==> config.mk <==
export PLATFORM = sky130hd
export DESIGN_NAME = host_net_top
export DESIGN_NICKNAME = d
export VERILOG_FILES = /design/src/common/host_net_pkg.sv /design/src/host_net_top.sv /design/src/host_net_req_out.sv /design/src/host_net_addr_alloc.sv /design/src/host_net_ctrl_parser/host_net_ctrl_parser.sv
export SDC_FILE = /design/constraint.sdc
export NUM_CORES = 1
export LEC_CHECK = 0
export BUFFER_PORTS_ARGS = -buffer_cell sky130_fd_sc_hd__buf_4
export CORE_ASPECT_RATIO = 0.5
export CORE_MARGIN = 5
export CORE_UTILIZATION = 57
export CTS_CLUSTER_SIZE = 14
export DETAILED_ROUTE_END_ITERATION = 10
export HOLD_SLACK_MARGIN = 0.12
export PLACE_DENSITY = 0.8
export RECOVER_POWER = 100
export SYNTH_ARGS = -nofsm -noshare
export SYNTH_HDL_FRONTEND = slang
export SYNTH_SLANG_ARGS = --single-unit
==> constraint.sdc <==
create_clock -name aclk -period 5.25 [get_ports aclk]
set_input_delay 0.7875 -clock aclk [delete_from_list [all_inputs] [get_ports aclk]]
set_output_delay 0.7875 -clock aclk [all_outputs]
set_load 0.01 [all_outputs]
==> src/common/host_net_pkg.sv <==
`default_nettype none

package host_net_pkg;

  //////////////////////////////////////////////////////////////
  // Control port
  localparam int AXIL_DATA_BITS = 32;
  localparam int AXIL_ADDR_BITS = 4;
  // Byte offset bits inside one control word
  localparam int AXIL_ADDR_LSB  = $clog2(AXIL_DATA_BITS / 8);
  localparam int REG_IDX_BITS   = AXIL_ADDR_BITS - AXIL_ADDR_LSB;

  // Register map, word indices
  localparam int REG_VADDR_LO = 0;
  localparam int REG_VADDR_HI = 1;
  localparam int REG_PID      = 2;
  localparam int REG_COUNT    = 3;

  //////////////////////////////////////////////////////////////
  // Request fields
  localparam int VADDR_BITS = 48;
  localparam int PID_BITS   = 6;
  localparam int LEN_BITS   = 16;

  // Ring geometry, 64 byte slots in a 64 KiB ring
  localparam int SLOT_ALIGN_BITS = 6;
  localparam int RING_BITS       = 16;

  typedef logic [AXIL_DATA_BITS-1:0] axil_data_t;
  typedef logic [AXIL_ADDR_BITS-1:0] axil_addr_t;
  typedef logic [VADDR_BITS-1:0]     vaddr_t;
  typedef logic [PID_BITS-1:0]       pid_t;
  typedef logic [LEN_BITS-1:0]       len_t;
  typedef logic [RING_BITS-1:0]      ring_off_t;

endpackage

`default_nettype wire
==> src/host_net_top.sv <==
`timescale 1ns/10ps
`default_nettype none

module host_net_top (
  input  wire logic                     aclk,
  input  wire logic                     aresetn,

  // AXI4-Lite control
  input  wire logic                     s_axil_awvalid,
  output logic                          s_axil_awready,
  input  wire host_net_pkg::axil_addr_t s_axil_awaddr,
  input  wire logic                     s_axil_wvalid,
  output logic                          s_axil_wready,
  input  wire host_net_pkg::axil_data_t s_axil_wdata,
  input  wire logic [3:0]               s_axil_wstrb,
  output logic                          s_axil_bvalid,
  input  wire logic                     s_axil_bready,
  output logic [1:0]                    s_axil_bresp,
  input  wire logic                     s_axil_arvalid,
  output logic                          s_axil_arready,
  input  wire host_net_pkg::axil_addr_t s_axil_araddr,
  output logic                          s_axil_rvalid,
  input  wire logic                     s_axil_rready,
  output host_net_pkg::axil_data_t      s_axil_rdata,
  output logic [1:0]                    s_axil_rresp,

  // Packet notifications
  input  wire logic                     notify_valid,
  output logic                          notify_ready,
  input  wire host_net_pkg::len_t       notify_len,

  // Host write requests
  output logic                          req_valid,
  input  wire logic                     req_ready,
  output host_net_pkg::vaddr_t          req_vaddr,
  output host_net_pkg::len_t            req_len,
  output host_net_pkg::pid_t            req_pid
);

  host_net_pkg::vaddr_t base_vaddr;
  host_net_pkg::pid_t   pid;
  logic                 base_load;

  // Allocator to output stage
  logic                 alloc_valid;
  logic                 alloc_ready;
  host_net_pkg::vaddr_t alloc_vaddr;
  host_net_pkg::len_t   alloc_len;

  //////////////////////////////////////////////////////////////
  // Control registers

  host_net_ctrl_parser u_ctrl_parser (
    .aclk       (aclk),
    .aresetn    (aresetn),
    .awvalid    (s_axil_awvalid),
    .awready    (s_axil_awready),
    .awaddr     (s_axil_awaddr),
    .wvalid     (s_axil_wvalid),
    .wready     (s_axil_wready),
    .wdata      (s_axil_wdata),
    .wstrb      (s_axil_wstrb),
    .bvalid     (s_axil_bvalid),
    .bready     (s_axil_bready),
    .bresp      (s_axil_bresp),
    .arvalid    (s_axil_arvalid),
    .arready    (s_axil_arready),
    .araddr     (s_axil_araddr),
    .rvalid     (s_axil_rvalid),
    .rready     (s_axil_rready),
    .rdata      (s_axil_rdata),
    .rresp      (s_axil_rresp),
    .base_vaddr (base_vaddr),
    .pid        (pid),
    .base_load  (base_load)
  );

  //////////////////////////////////////////////////////////////
  // Two stage request pipeline

  host_net_addr_alloc u_addr_alloc (
    .aclk         (aclk),
    .aresetn      (aresetn),
    .notify_valid (notify_valid),
    .notify_ready (notify_ready),
    .notify_len   (notify_len),
    .base_vaddr   (base_vaddr),
    .base_load    (base_load),
    .out_valid    (alloc_valid),
    .out_ready    (alloc_ready),
    .out_vaddr    (alloc_vaddr),
    .out_len      (alloc_len)
  );

  host_net_req_out u_req_out (
    .aclk      (aclk),
    .aresetn   (aresetn),
    .in_valid  (alloc_valid),
    .in_ready  (alloc_ready),
    .in_vaddr  (alloc_vaddr),
    .in_len    (alloc_len),
    .pid       (pid),
    .req_valid (req_valid),
    .req_ready (req_ready),
    .req_vaddr (req_vaddr),
    .req_len   (req_len),
    .req_pid   (req_pid)
  );

endmodule

`default_nettype wire

==> src/host_net_req_out.sv <==
`timescale 1ns/10ps
`default_nettype none

module host_net_req_out (
  input  wire logic                 aclk,
  input  wire logic                 aresetn,

  // From the allocator
  input  wire logic                 in_valid,
  output logic                      in_ready,
  input  wire host_net_pkg::vaddr_t in_vaddr,
  input  wire host_net_pkg::len_t   in_len,
  // Live PID register
  input  wire host_net_pkg::pid_t   pid,

  // Host write request
  output logic                      req_valid,
  input  wire logic                 req_ready,
  output host_net_pkg::vaddr_t      req_vaddr,
  output host_net_pkg::len_t        req_len,
  output host_net_pkg::pid_t        req_pid
);

  logic in_fire;

  // Take a new item when empty or when the held one leaves
  assign in_ready = !req_valid || req_ready;
  assign in_fire  = in_valid && in_ready;

  always_ff @(posedge aclk)
  begin
    if (!aresetn)
    begin
      req_valid <= 1'b0;
    end
    else if (in_fire)
    begin
      req_valid <= 1'b1;
    end
    else if (req_ready)
    begin
      req_valid <= 1'b0;
    end
  end

  // PID frozen with the request
  always_ff @(posedge aclk)
  begin
    if (in_fire)
    begin
      req_vaddr <= in_vaddr;
      req_len   <= in_len;
      req_pid   <= pid;
    end
  end

endmodule

`default_nettype wire

==> src/host_net_addr_alloc.sv <==
`timescale 1ns/10ps
`default_nettype none

module host_net_addr_alloc (
  input  wire logic                 aclk,
  input  wire logic                 aresetn,

  // Packet notifications
  input  wire logic                 notify_valid,
  output logic                      notify_ready,
  input  wire host_net_pkg::len_t   notify_len,

  // Ring base from the control registers
  input  wire host_net_pkg::vaddr_t base_vaddr,
  input  wire logic                 base_load,

  // Towards the output stage
  output logic                      out_valid,
  input  wire logic                 out_ready,
  output host_net_pkg::vaddr_t      out_vaddr,
  output host_net_pkg::len_t        out_len
);

  host_net_pkg::ring_off_t               offset;
  // Offset seen by the packet accepted this cycle
  host_net_pkg::ring_off_t               cur_off;
  logic [host_net_pkg::LEN_BITS:0]       len_pad;
  logic [host_net_pkg::LEN_BITS:0]       step;
  logic                                  notify_fire;

  // Room when empty or when the held item leaves
  assign notify_ready = !out_valid || out_ready;
  assign notify_fire  = notify_valid && notify_ready;

  // Pending base write clears the offset first
  assign cur_off = base_load ? '0 : offset;

  // Length rounded up to a whole slot, one extra bit for 64 KiB
  assign len_pad = {1'b0, notify_len} + ((1 << host_net_pkg::SLOT_ALIGN_BITS) - 1);
  assign step    = {len_pad[host_net_pkg::LEN_BITS:host_net_pkg::SLOT_ALIGN_BITS],
                    {host_net_pkg::SLOT_ALIGN_BITS{1'b0}}};

  //////////////////////////////////////////////////////////////
  // Running ring offset

  // Wraps by truncation to the ring width
  always_ff @(posedge aclk)
  begin
    if (!aresetn)
    begin
      offset <= '0;
    end
    else if (notify_fire)
    begin
      offset <= cur_off + step[host_net_pkg::RING_BITS-1:0];
    end
    else if (base_load)
    begin
      offset <= '0;
    end
  end

  //////////////////////////////////////////////////////////////
  // One entry output register

  always_ff @(posedge aclk)
  begin
    if (!aresetn)
    begin
      out_valid <= 1'b0;
    end
    else if (notify_fire)
    begin
      out_valid <= 1'b1;
    end
    else if (out_ready)
    begin
      out_valid <= 1'b0;
    end
  end

  always_ff @(posedge aclk)
  begin
    if (notify_fire)
    begin
      out_vaddr <= base_vaddr + host_net_pkg::vaddr_t'(cur_off);
      out_len   <= notify_len;
    end
  end

endmodule

`default_nettype wire

==> src/host_net_ctrl_parser/host_net_ctrl_parser.sv <==
`timescale 1ns/10ps
`default_nettype none

module host_net_ctrl_parser (
  input  wire logic                    aclk,
  input  wire logic                    aresetn,

  // AXI4-Lite write address and data
  input  wire logic                    awvalid,
  output logic                         awready,
  input  wire host_net_pkg::axil_addr_t awaddr,
  input  wire logic                    wvalid,
  output logic                         wready,
  input  wire host_net_pkg::axil_data_t wdata,
  input  wire logic [3:0]              wstrb,

  // AXI4-Lite write response
  output logic                         bvalid,
  input  wire logic                    bready,
  output logic [1:0]                   bresp,

  // AXI4-Lite read
  input  wire logic                    arvalid,
  output logic                         arready,
  input  wire host_net_pkg::axil_addr_t araddr,
  output logic                         rvalid,
  input  wire logic                    rready,
  output host_net_pkg::axil_data_t     rdata,
  output logic [1:0]                   rresp,

  // To the pipeline
  output host_net_pkg::vaddr_t         base_vaddr,
  output host_net_pkg::pid_t           pid,
  output logic                         base_load
);

  //////////////////////////////////////////////////////////////
  // Register file and handshake state

  host_net_pkg::axil_data_t regs [host_net_pkg::REG_COUNT];

  // Address and data ready pulse together
  logic                             aw_wready;
  // Cleared while a write response is outstanding
  logic                             aw_en;
  host_net_pkg::axil_addr_t         aw_addr;
  host_net_pkg::axil_addr_t         ar_addr;
  logic [host_net_pkg::REG_IDX_BITS-1:0] wr_idx;
  logic [host_net_pkg::REG_IDX_BITS-1:0] rd_idx;
  logic                             wr_fire;
  host_net_pkg::axil_data_t         rd_word;

  assign awready = aw_wready;
  assign wready  = aw_wready;

  // Always OKAY, unmapped space included
  assign bresp = 2'b00;
  assign rresp = 2'b00;

  assign wr_idx  = aw_addr[host_net_pkg::AXIL_ADDR_BITS-1:host_net_pkg::AXIL_ADDR_LSB];
  assign rd_idx  = ar_addr[host_net_pkg::AXIL_ADDR_BITS-1:host_net_pkg::AXIL_ADDR_LSB];
  assign wr_fire = aw_wready && awvalid && wvalid;

  //////////////////////////////////////////////////////////////
  // Write channel

  // Wait for address and data together, one write at a time
  always_ff @(posedge aclk)
  begin
    if (!aresetn)
    begin
      aw_wready <= 1'b0;
      aw_en     <= 1'b1;
      aw_addr   <= '0;
    end
    else if (!aw_wready && awvalid && wvalid && aw_en)
    begin
      aw_wready <= 1'b1;
      aw_en     <= 1'b0;
      aw_addr   <= awaddr;
    end
    else if (bvalid && bready)
    begin
      aw_wready <= 1'b0;
      aw_en     <= 1'b1;
    end
    else
    begin
      aw_wready <= 1'b0;
    end
  end

  // Byte lane update on the handshake edge
  always_ff @(posedge aclk)
  begin
    if (!aresetn)
    begin
      for (int r = 0; r < host_net_pkg::REG_COUNT; r++)
      begin
        regs[r] <= '0;
      end
    end
    else if (wr_fire && (int'(wr_idx) < host_net_pkg::REG_COUNT))
    begin
      for (int i = 0; i < host_net_pkg::AXIL_DATA_BITS / 8; i++)
      begin
        if (wstrb[i])
        begin
          regs[wr_idx][i*8 +: 8] <= wdata[i*8 +: 8];
        end
      end
    end
  end

  // Response, held until bready
  always_ff @(posedge aclk)
  begin
    if (!aresetn)
    begin
      bvalid <= 1'b0;
    end
    else if (wr_fire && !bvalid)
    begin
      bvalid <= 1'b1;
    end
    else if (bvalid && bready)
    begin
      bvalid <= 1'b0;
    end
  end

  // Either address word restarts the ring
  always_ff @(posedge aclk)
  begin
    if (!aresetn)
    begin
      base_load <= 1'b0;
    end
    else
    begin
      base_load <= wr_fire &&
                   ((int'(wr_idx) == host_net_pkg::REG_VADDR_LO) ||
                    (int'(wr_idx) == host_net_pkg::REG_VADDR_HI));
    end
  end

  //////////////////////////////////////////////////////////////
  // Read channel

  always_ff @(posedge aclk)
  begin
    if (!aresetn)
    begin
      arready <= 1'b0;
      ar_addr <= '0;
    end
    else if (!arready && arvalid)
    begin
      arready <= 1'b1;
      ar_addr <= araddr;
    end
    else
    begin
      arready <= 1'b0;
    end
  end

  // Readback mux, zero outside the map
  always_comb
  begin
    case (int'(rd_idx))
      host_net_pkg::REG_VADDR_LO: rd_word = regs[host_net_pkg::REG_VADDR_LO];
      host_net_pkg::REG_VADDR_HI: rd_word = regs[host_net_pkg::REG_VADDR_HI];
      host_net_pkg::REG_PID:      rd_word = regs[host_net_pkg::REG_PID];
      default:                    rd_word = '0;
    endcase
  end

  always_ff @(posedge aclk)
  begin
    if (!aresetn)
    begin
      rvalid <= 1'b0;
    end
    else if (arready && arvalid && !rvalid)
    begin
      rvalid <= 1'b1;
    end
    else if (rvalid && rready)
    begin
      rvalid <= 1'b0;
    end
  end

  // Data word captured with rvalid
  always_ff @(posedge aclk)
  begin
    if (arready && arvalid && !rvalid)
    begin
      rdata <= rd_word;
    end
  end

  //////////////////////////////////////////////////////////////
  // Register fields to the pipeline

  assign base_vaddr = {regs[host_net_pkg::REG_VADDR_HI]
                         [host_net_pkg::VADDR_BITS-host_net_pkg::AXIL_DATA_BITS-1:0],
                       regs[host_net_pkg::REG_VADDR_LO]};
  assign pid        = regs[host_net_pkg::REG_PID][host_net_pkg::PID_BITS-1:0];

endmodule

`default_nettype wire

Yosys cells after proc, flatten, opt, wreduce, memory -nomap -nowiden
Memories as Yosys holds them, arrays and structs flattened.
Index checks and enable logic that the tools add are counted.
{ "op_classes": {"add_sub_neg": 3, "n_lt_le_gt_ge": 1, "n_eq_ne": 3, "n_mux": 35, "reduce_logical": 32} }
{ "op_table": {"columns": ["cell", "count"], "rows": [
  ["one-hot mux 32 bit (3 select lines)", 1],
  ["adder 48 x 16 -> 48 bit", 1],
  ["2-to-1 mux 16 bit", 2],
  ["2-to-1 mux 32 bit", 1],
  ["OR reduction 32 bit", 1],
  ["2-to-1 mux 1 bit", 29],
  ["adder 16 bit", 1],
  ["adder 16 x 6 -> 16 bit, second input constant", 1],
  ["logical AND 1 bit", 15],
  ["nonzero test 2 bit", 5],
  ["zero test 1 bit", 6],
  ["equality test 2 bit, second input constant", 2],
  ["zero test 2 bit", 2],
  ["2-to-1 mux 4 bit", 1],
  ["logical OR 1 bit", 3],
  ["equality test 2 x 1 -> 1 bit, second input constant", 1],
  ["< comparator 2 bit, second input constant", 1],
  ["2-to-1 mux 2 bit", 1]
]} }
{ "word_totals": {"regBits": 198, "ram_bits": 96, "inputBits": 69, "out_inout_bits": 113, "memories": 1} }
{ "mem_list": {"columns": ["memory", "words", "word_bits", "read_ports", "rd_clocked_by_memory_dff", "wr", "line", "source"], "rows": [
  ["u_ctrl_parser.regs", 3, 32, 3, 0, 3, "host_net_ctrl_parser.sv:40", "host_net_pkg::axil_data_t regs [host_net_pkg::REG_COUNT];"]
]} }

Longest topological paths before layout
{ "depth": {"word_depth": 8, "ltp_mapped": 13} }

Modules after synthesis
A second synthesis with hierarchy kept.
{ "hier_totals": {"cells_unflattened": 991, "hier_area_um2": 12668.4} }
{ "modules_own_cells": {"columns": ["mod", "instances", "cells_each", "area_per_inst_um2", "seq_area_each_um2"], "rows": [
  ["host_net_ctrl_parser", 1, 478, 5795.6, 4043.9],
  ["host_net_addr_alloc", 1, 438, 4713.3, 2262.2],
  ["host_net_req_out", 1, 75, 2159.6, 2122.0]
]} }

Worst setup path after synthesis
Ideal clock, no wire load.
{ "synth_timing": {"path_kind": "input port to flip-flop", "from": "input req_ready", "to": "register u_req_out.req_len[0], enable pin", "setup_ns": 0.507, "t_arrival_ns": 3.977, "path_slack_ns": 0.766, "path_stages": 2, "path_cell_list": "nor2b_1 > nor2b_1"} }
{ "synth_via": {"elab_chain_len": 2} }
{ "synth_rtl": {"columns": ["item", "line", "source"], "rows": [
  ["from (decl)", "host_net_top.sv:34", "input wire logic req_ready,"],
  ["logical OR 1 bit", "host_net_req_out.sv:27", "assign in_ready = !req_valid || req_ready;"],
  ["logical AND 1 bit", "host_net_req_out.sv:28", "assign in_fire = in_valid && in_ready;"],
  ["named net u_req_out.in_fire", "host_net_req_out.sv:24", "logic in_fire;"],
  ["to (signal assigned)", "host_net_req_out.sv:52", "req_len <= in_len;"],
  ["to (decl)", "host_net_req_out.sv:20", "output host_net_pkg::len_t req_len,"]
]} }
The timed path passes the listed nets, and every way through them passes these cells.
A chain may end at the register's enable or synchronous reset.

==> impl_metrics.csv <==
group,metric,value,unit
timing,skew,0.02687,ns
power_and_ir_drop,pwr-share-comb,8.5,%
power_and_ir_drop,seqPwrFrac,54.1,%
global_route,grt_pass1_vias,7865,
hold_path,min-delay-start,"u_addr_alloc.out_len[10]$_DFFE_PP_",
routing,vias_per_cell,5.565,
timing,rsz0062_at_grt,"no",
cells_and_area,antenna_cells,0,
synthesis,synthCells,918,
timing,worst_slew_pin_slew,3.617,ns
synthesis,syn_avg_cell_area,13.53,µm²
die,die_w,218.7,µm
synthesis,synth_top_cell_by_area,"edfxtp_1",
hold_path,min_path_cells,0,
power_and_ir_drop,ir_worst_vdd,0.2092,mV
setup_path,crit_family,"simple AND/OR/NAND/NOR gates",
die,core_area,21540,µm²
setup_path,slowest_stage,"clkbuf_1",
synthesis,async_reset_ff_share,0,%
synthesis,synth_edf_count,262,
die,die_h,114.4,µm
clocking,cts_tree,"built",
setup_path,critPathRequiredTime,5.45,ns
setup_path,worst-path-stages,6,
timing,finalSetupViolations,0,
clocking,post-cts-setup-buffers,0,
hold_path,hp-class,"flop to flop",
placement,gp_congestion,0.9050,
setup_path,end_kind,"flop",
timing,hold_viol,0,
setup_path,crit_arrival,4.43,ns
timing,fin_ws,1.022,ns
timing,final-max-slew-violation-count,175,
setup_path,worstSetupPathType,"primary input to flop",
clocking,cts_buffers,26,
cells_and_area,multi_input_area,3816,µm²
timing,fmax,236.5,MHz
clocking,cts.sinks,290,
die,start_util,57.65,%
synthesis,yosys-top-cells-area,"edfxtp_1 (63%), and2_1 (5.5%), dfxtp_1 (4.5%), mux2i_1 (2.8%), ha_1 (2.5%)",
global_route,grt_pass1_wl,42990,µm
routing,antenna_left,0,
clocking,ctsLongestPathBuffers,3,
global_route,antenna_found_initial,0,
cells_and_area,nFillCells,1624,
routing,drc,0,
clocking,ctsHoldBuffers,0,
power_and_ir_drop,clockPowerShare,37.4,%
synthesis,syn-cell-area,12420,µm²
routing,vias,7897,
clocking,clock-root-buffer,"clkbuf_16",
synthesis,synth_top_area_share,63.36,%
synthesis,yosys_register_bits,290,
synthesis,synth_cell_type_count,52,
global_route,overflow,0,
die,io_pins,182,
setup_path,reg2reg_slack,1.07,ns
global_route,grtUsageTotal,22.31,%
timing,min_period_over_period,80.53,%
placement,hpwl,19660,µm
clocking,htreeDepth,1,
power_and_ir_drop,powerDensity,347.8,nW/µm²
setup_path,regToRegStartpoint,"u_req_out.req_valid$_SDFFE_PN0P_",
power_and_ir_drop,swShare,23.00,%
run,drv_cap,5,
die,die-area,25020,µm²
cells_and_area,syn_to_final_growth,15.61,%
power_and_ir_drop,leakage,5.042,nW
setup_path,reg2reg_depth,3,
die,rows,38,
power_and_ir_drop,switching_power,1.148,mW
cells_and_area,nets,1195,
setup_path,worstPathCellList,"clkbuf_1 -> nand4_1 -> a21oi_1 -> nand2_1 -> nor3_1 -> nand2b_1",
setup_path,critPathMaxFanout,44,
routing,drtIter0Drc,726,
synthesis,yosys-top-cells-count,"edfxtp_1 (262), and2_1 (110), nand2_1 (69)",
timing,relSlewSlack,-141.7,%
synthesis,synth_seq_area_share,67.88,%
placement,pre_cts_ws,1.258,ns
timing,fin_crit,4.228,ns
hold_path,whs_endpoint,"u_req_out.req_len[10]$_DFFE_PP_",
timing,fin_tns_setup,0,ns
synthesis,yosysMostFrequentCell,"edfxtp_1",
setup_path,cp.buffers_inverters,1,
cells_and_area,regArea,8429,µm²
placement,portBuffers,173,
outcome,violations,"max-capacitance violations, max-slew violations",
clocking,clk_latency,0.56,ns
setup_path,startpoint_type,"primary input",
setup_path,cpPeakStageDelay,1.42,ns
routing,wirelength,28040,µm
synthesis,yosys_warnings,0,
cells_and_area,drive_gt1_share,8.490,%
synthesis,synth-main-ff-cell,"edfxtp_1",
global_route,grt_max_degree,45,
clocking,cts.clk_slew.worst_paths,0.06,ns
setup_path,timing.rr.end,"u_req_out.req_vaddr[3]$_DFFE_PP_",
routing,post_drt_wl_per_cell,19.76,µm
power_and_ir_drop,p_int,3.844,mW
clocking,cts_resized,0,
outcome,status,"finished, violations left",
routing,dr.pass1.iters,6,
==> sequential cells by signal, summed over array words and instances (netlist names) <==
name	cells
u_req_out.req_len	16
u_ctrl_parser.aw_addr	2
u_ctrl_parser.awready	1
u_addr_alloc.offset	16
u_ctrl_parser.regs	96
u_ctrl_parser.arready	1
u_addr_alloc.out_len	16
u_ctrl_parser.rdata	32
u_ctrl_parser.base_load	1
u_addr_alloc.out_vaddr	48
u_ctrl_parser.ar_addr	2
u_req_out.req_pid	6
u_req_out.req_vaddr	48
u_ctrl_parser.rvalid	1
u_req_out.req_valid	1
u_ctrl_parser.bvalid	1
u_addr_alloc.out_valid	1
u_ctrl_parser.aw_en	1
==> through the flow <==
step / utilization, % / hold slack (ns) / instances / power [mW] / area (µm²)
3_5_place_dp: 65.09 / 0.4045 / 1371 / 3.200 / 14020
2_1_floorplan: - / 0.4003 / 921 / 3.005 / 12430
6_report: 66.65 / 0.4181 / 1419 / 4.993 / 14360
5_1_grt: 66.65 / 0.4216 / 1419 / 5.172 / 14360
3_3_place_gp: 65.09 / 0.4013 / 1371 / 3.178 / 14020
4_1_cts: 68.97 / 0.4150 / 1419 / 5.039 / 14860
==> layout by cell type, fill, tap and decap left out, drive strengths merged, types with 17 or more instances in the layout <==
cell,instances
a21oi,25
and2,112
buf,50
clkbuf,171
dfxtp,28
edfxtp,262
ha,25
mux2i,35
nand2,69
nand3,23
nand4,17
nor2,40
nor2b,30
nor3,17
o21ai,62
xnor2,34
xor2,24
==> cell type report <==
class | count | area share (%)
Clock buffer | 42 | 5.238
Multi-Input combinational cell | 593 | 26.58
Clock inverter | 6 | 0.5927
Inverter | 9 | 0.2353
Timing Repair Buffer | 179 | 6.014
Sequential cell | 290 | 58.72
Tap cell | 300 | 2.615
==> logic make-up (layout without fill, tap and decap cells) <==
kind of cell,count (synthesis),in the layout,share of synthesized area [%]
AND/OR/NAND/NOR,345,345,15.08
flip-flops,290,290,67.88
AO/OA/AOI/OAI,124,124,5.834
XOR/XNOR,58,58,4.091
buffers and inverters,38,236,1.421
multiplexers,35,35,2.821
adder cells (fa/ha/maj),27,27,2.842
other,1,4,0.03020
==> metal layers <==
metal	part of all wire [%]	vias to the layer above	track usage (%)	wire length (µm)
met1	41	3838	29.92	11540
li1	-	3703	-	-
met4	2.7	0	6.313	748
met5	0	-	0	0
met3	7.5	60	4.967	2094
met2	49	296	37.43	13660
==> worst max-delay path by stage <==
stage / from / end
after floorplan: req_ready / u_req_out.req_len[0]$_DFFE_PP_
after global placement: notify_len[5] / u_addr_alloc.offset[15]$_SDFF_PN0_
after detailed placement: notify_len[5] / u_addr_alloc.offset[15]$_SDFF_PN0_
after CTS: u_ctrl_parser.base_load$_SDFF_PN0_ / u_addr_alloc.out_vaddr[24]$_DFFE_PP_
after global routing: u_req_out.req_valid$_SDFFE_PN0P_ / u_req_out.req_vaddr[3]$_DFFE_PP_
final: aresetn / u_ctrl_parser.regs[0][8]$_SDFFCE_PN0P_
==> power by group through the flow <==
| stage | clock network [mW] | registers (mW) | logic [mW] |
|---|---|---|---|
| final | 1.87 | 2.70 | 0.425 |
| after global routing | 1.99 | 2.71 | 0.468 |
| after CTS | 1.88 | 2.70 | 0.459 |
| after detailed placement | 0 | 2.75 | 0.454 |
| after global placement | 0 | 2.74 | 0.437 |
| after floorplan | 0 | 2.75 | 0.258 |
Power figures use the tool's default switching activity.
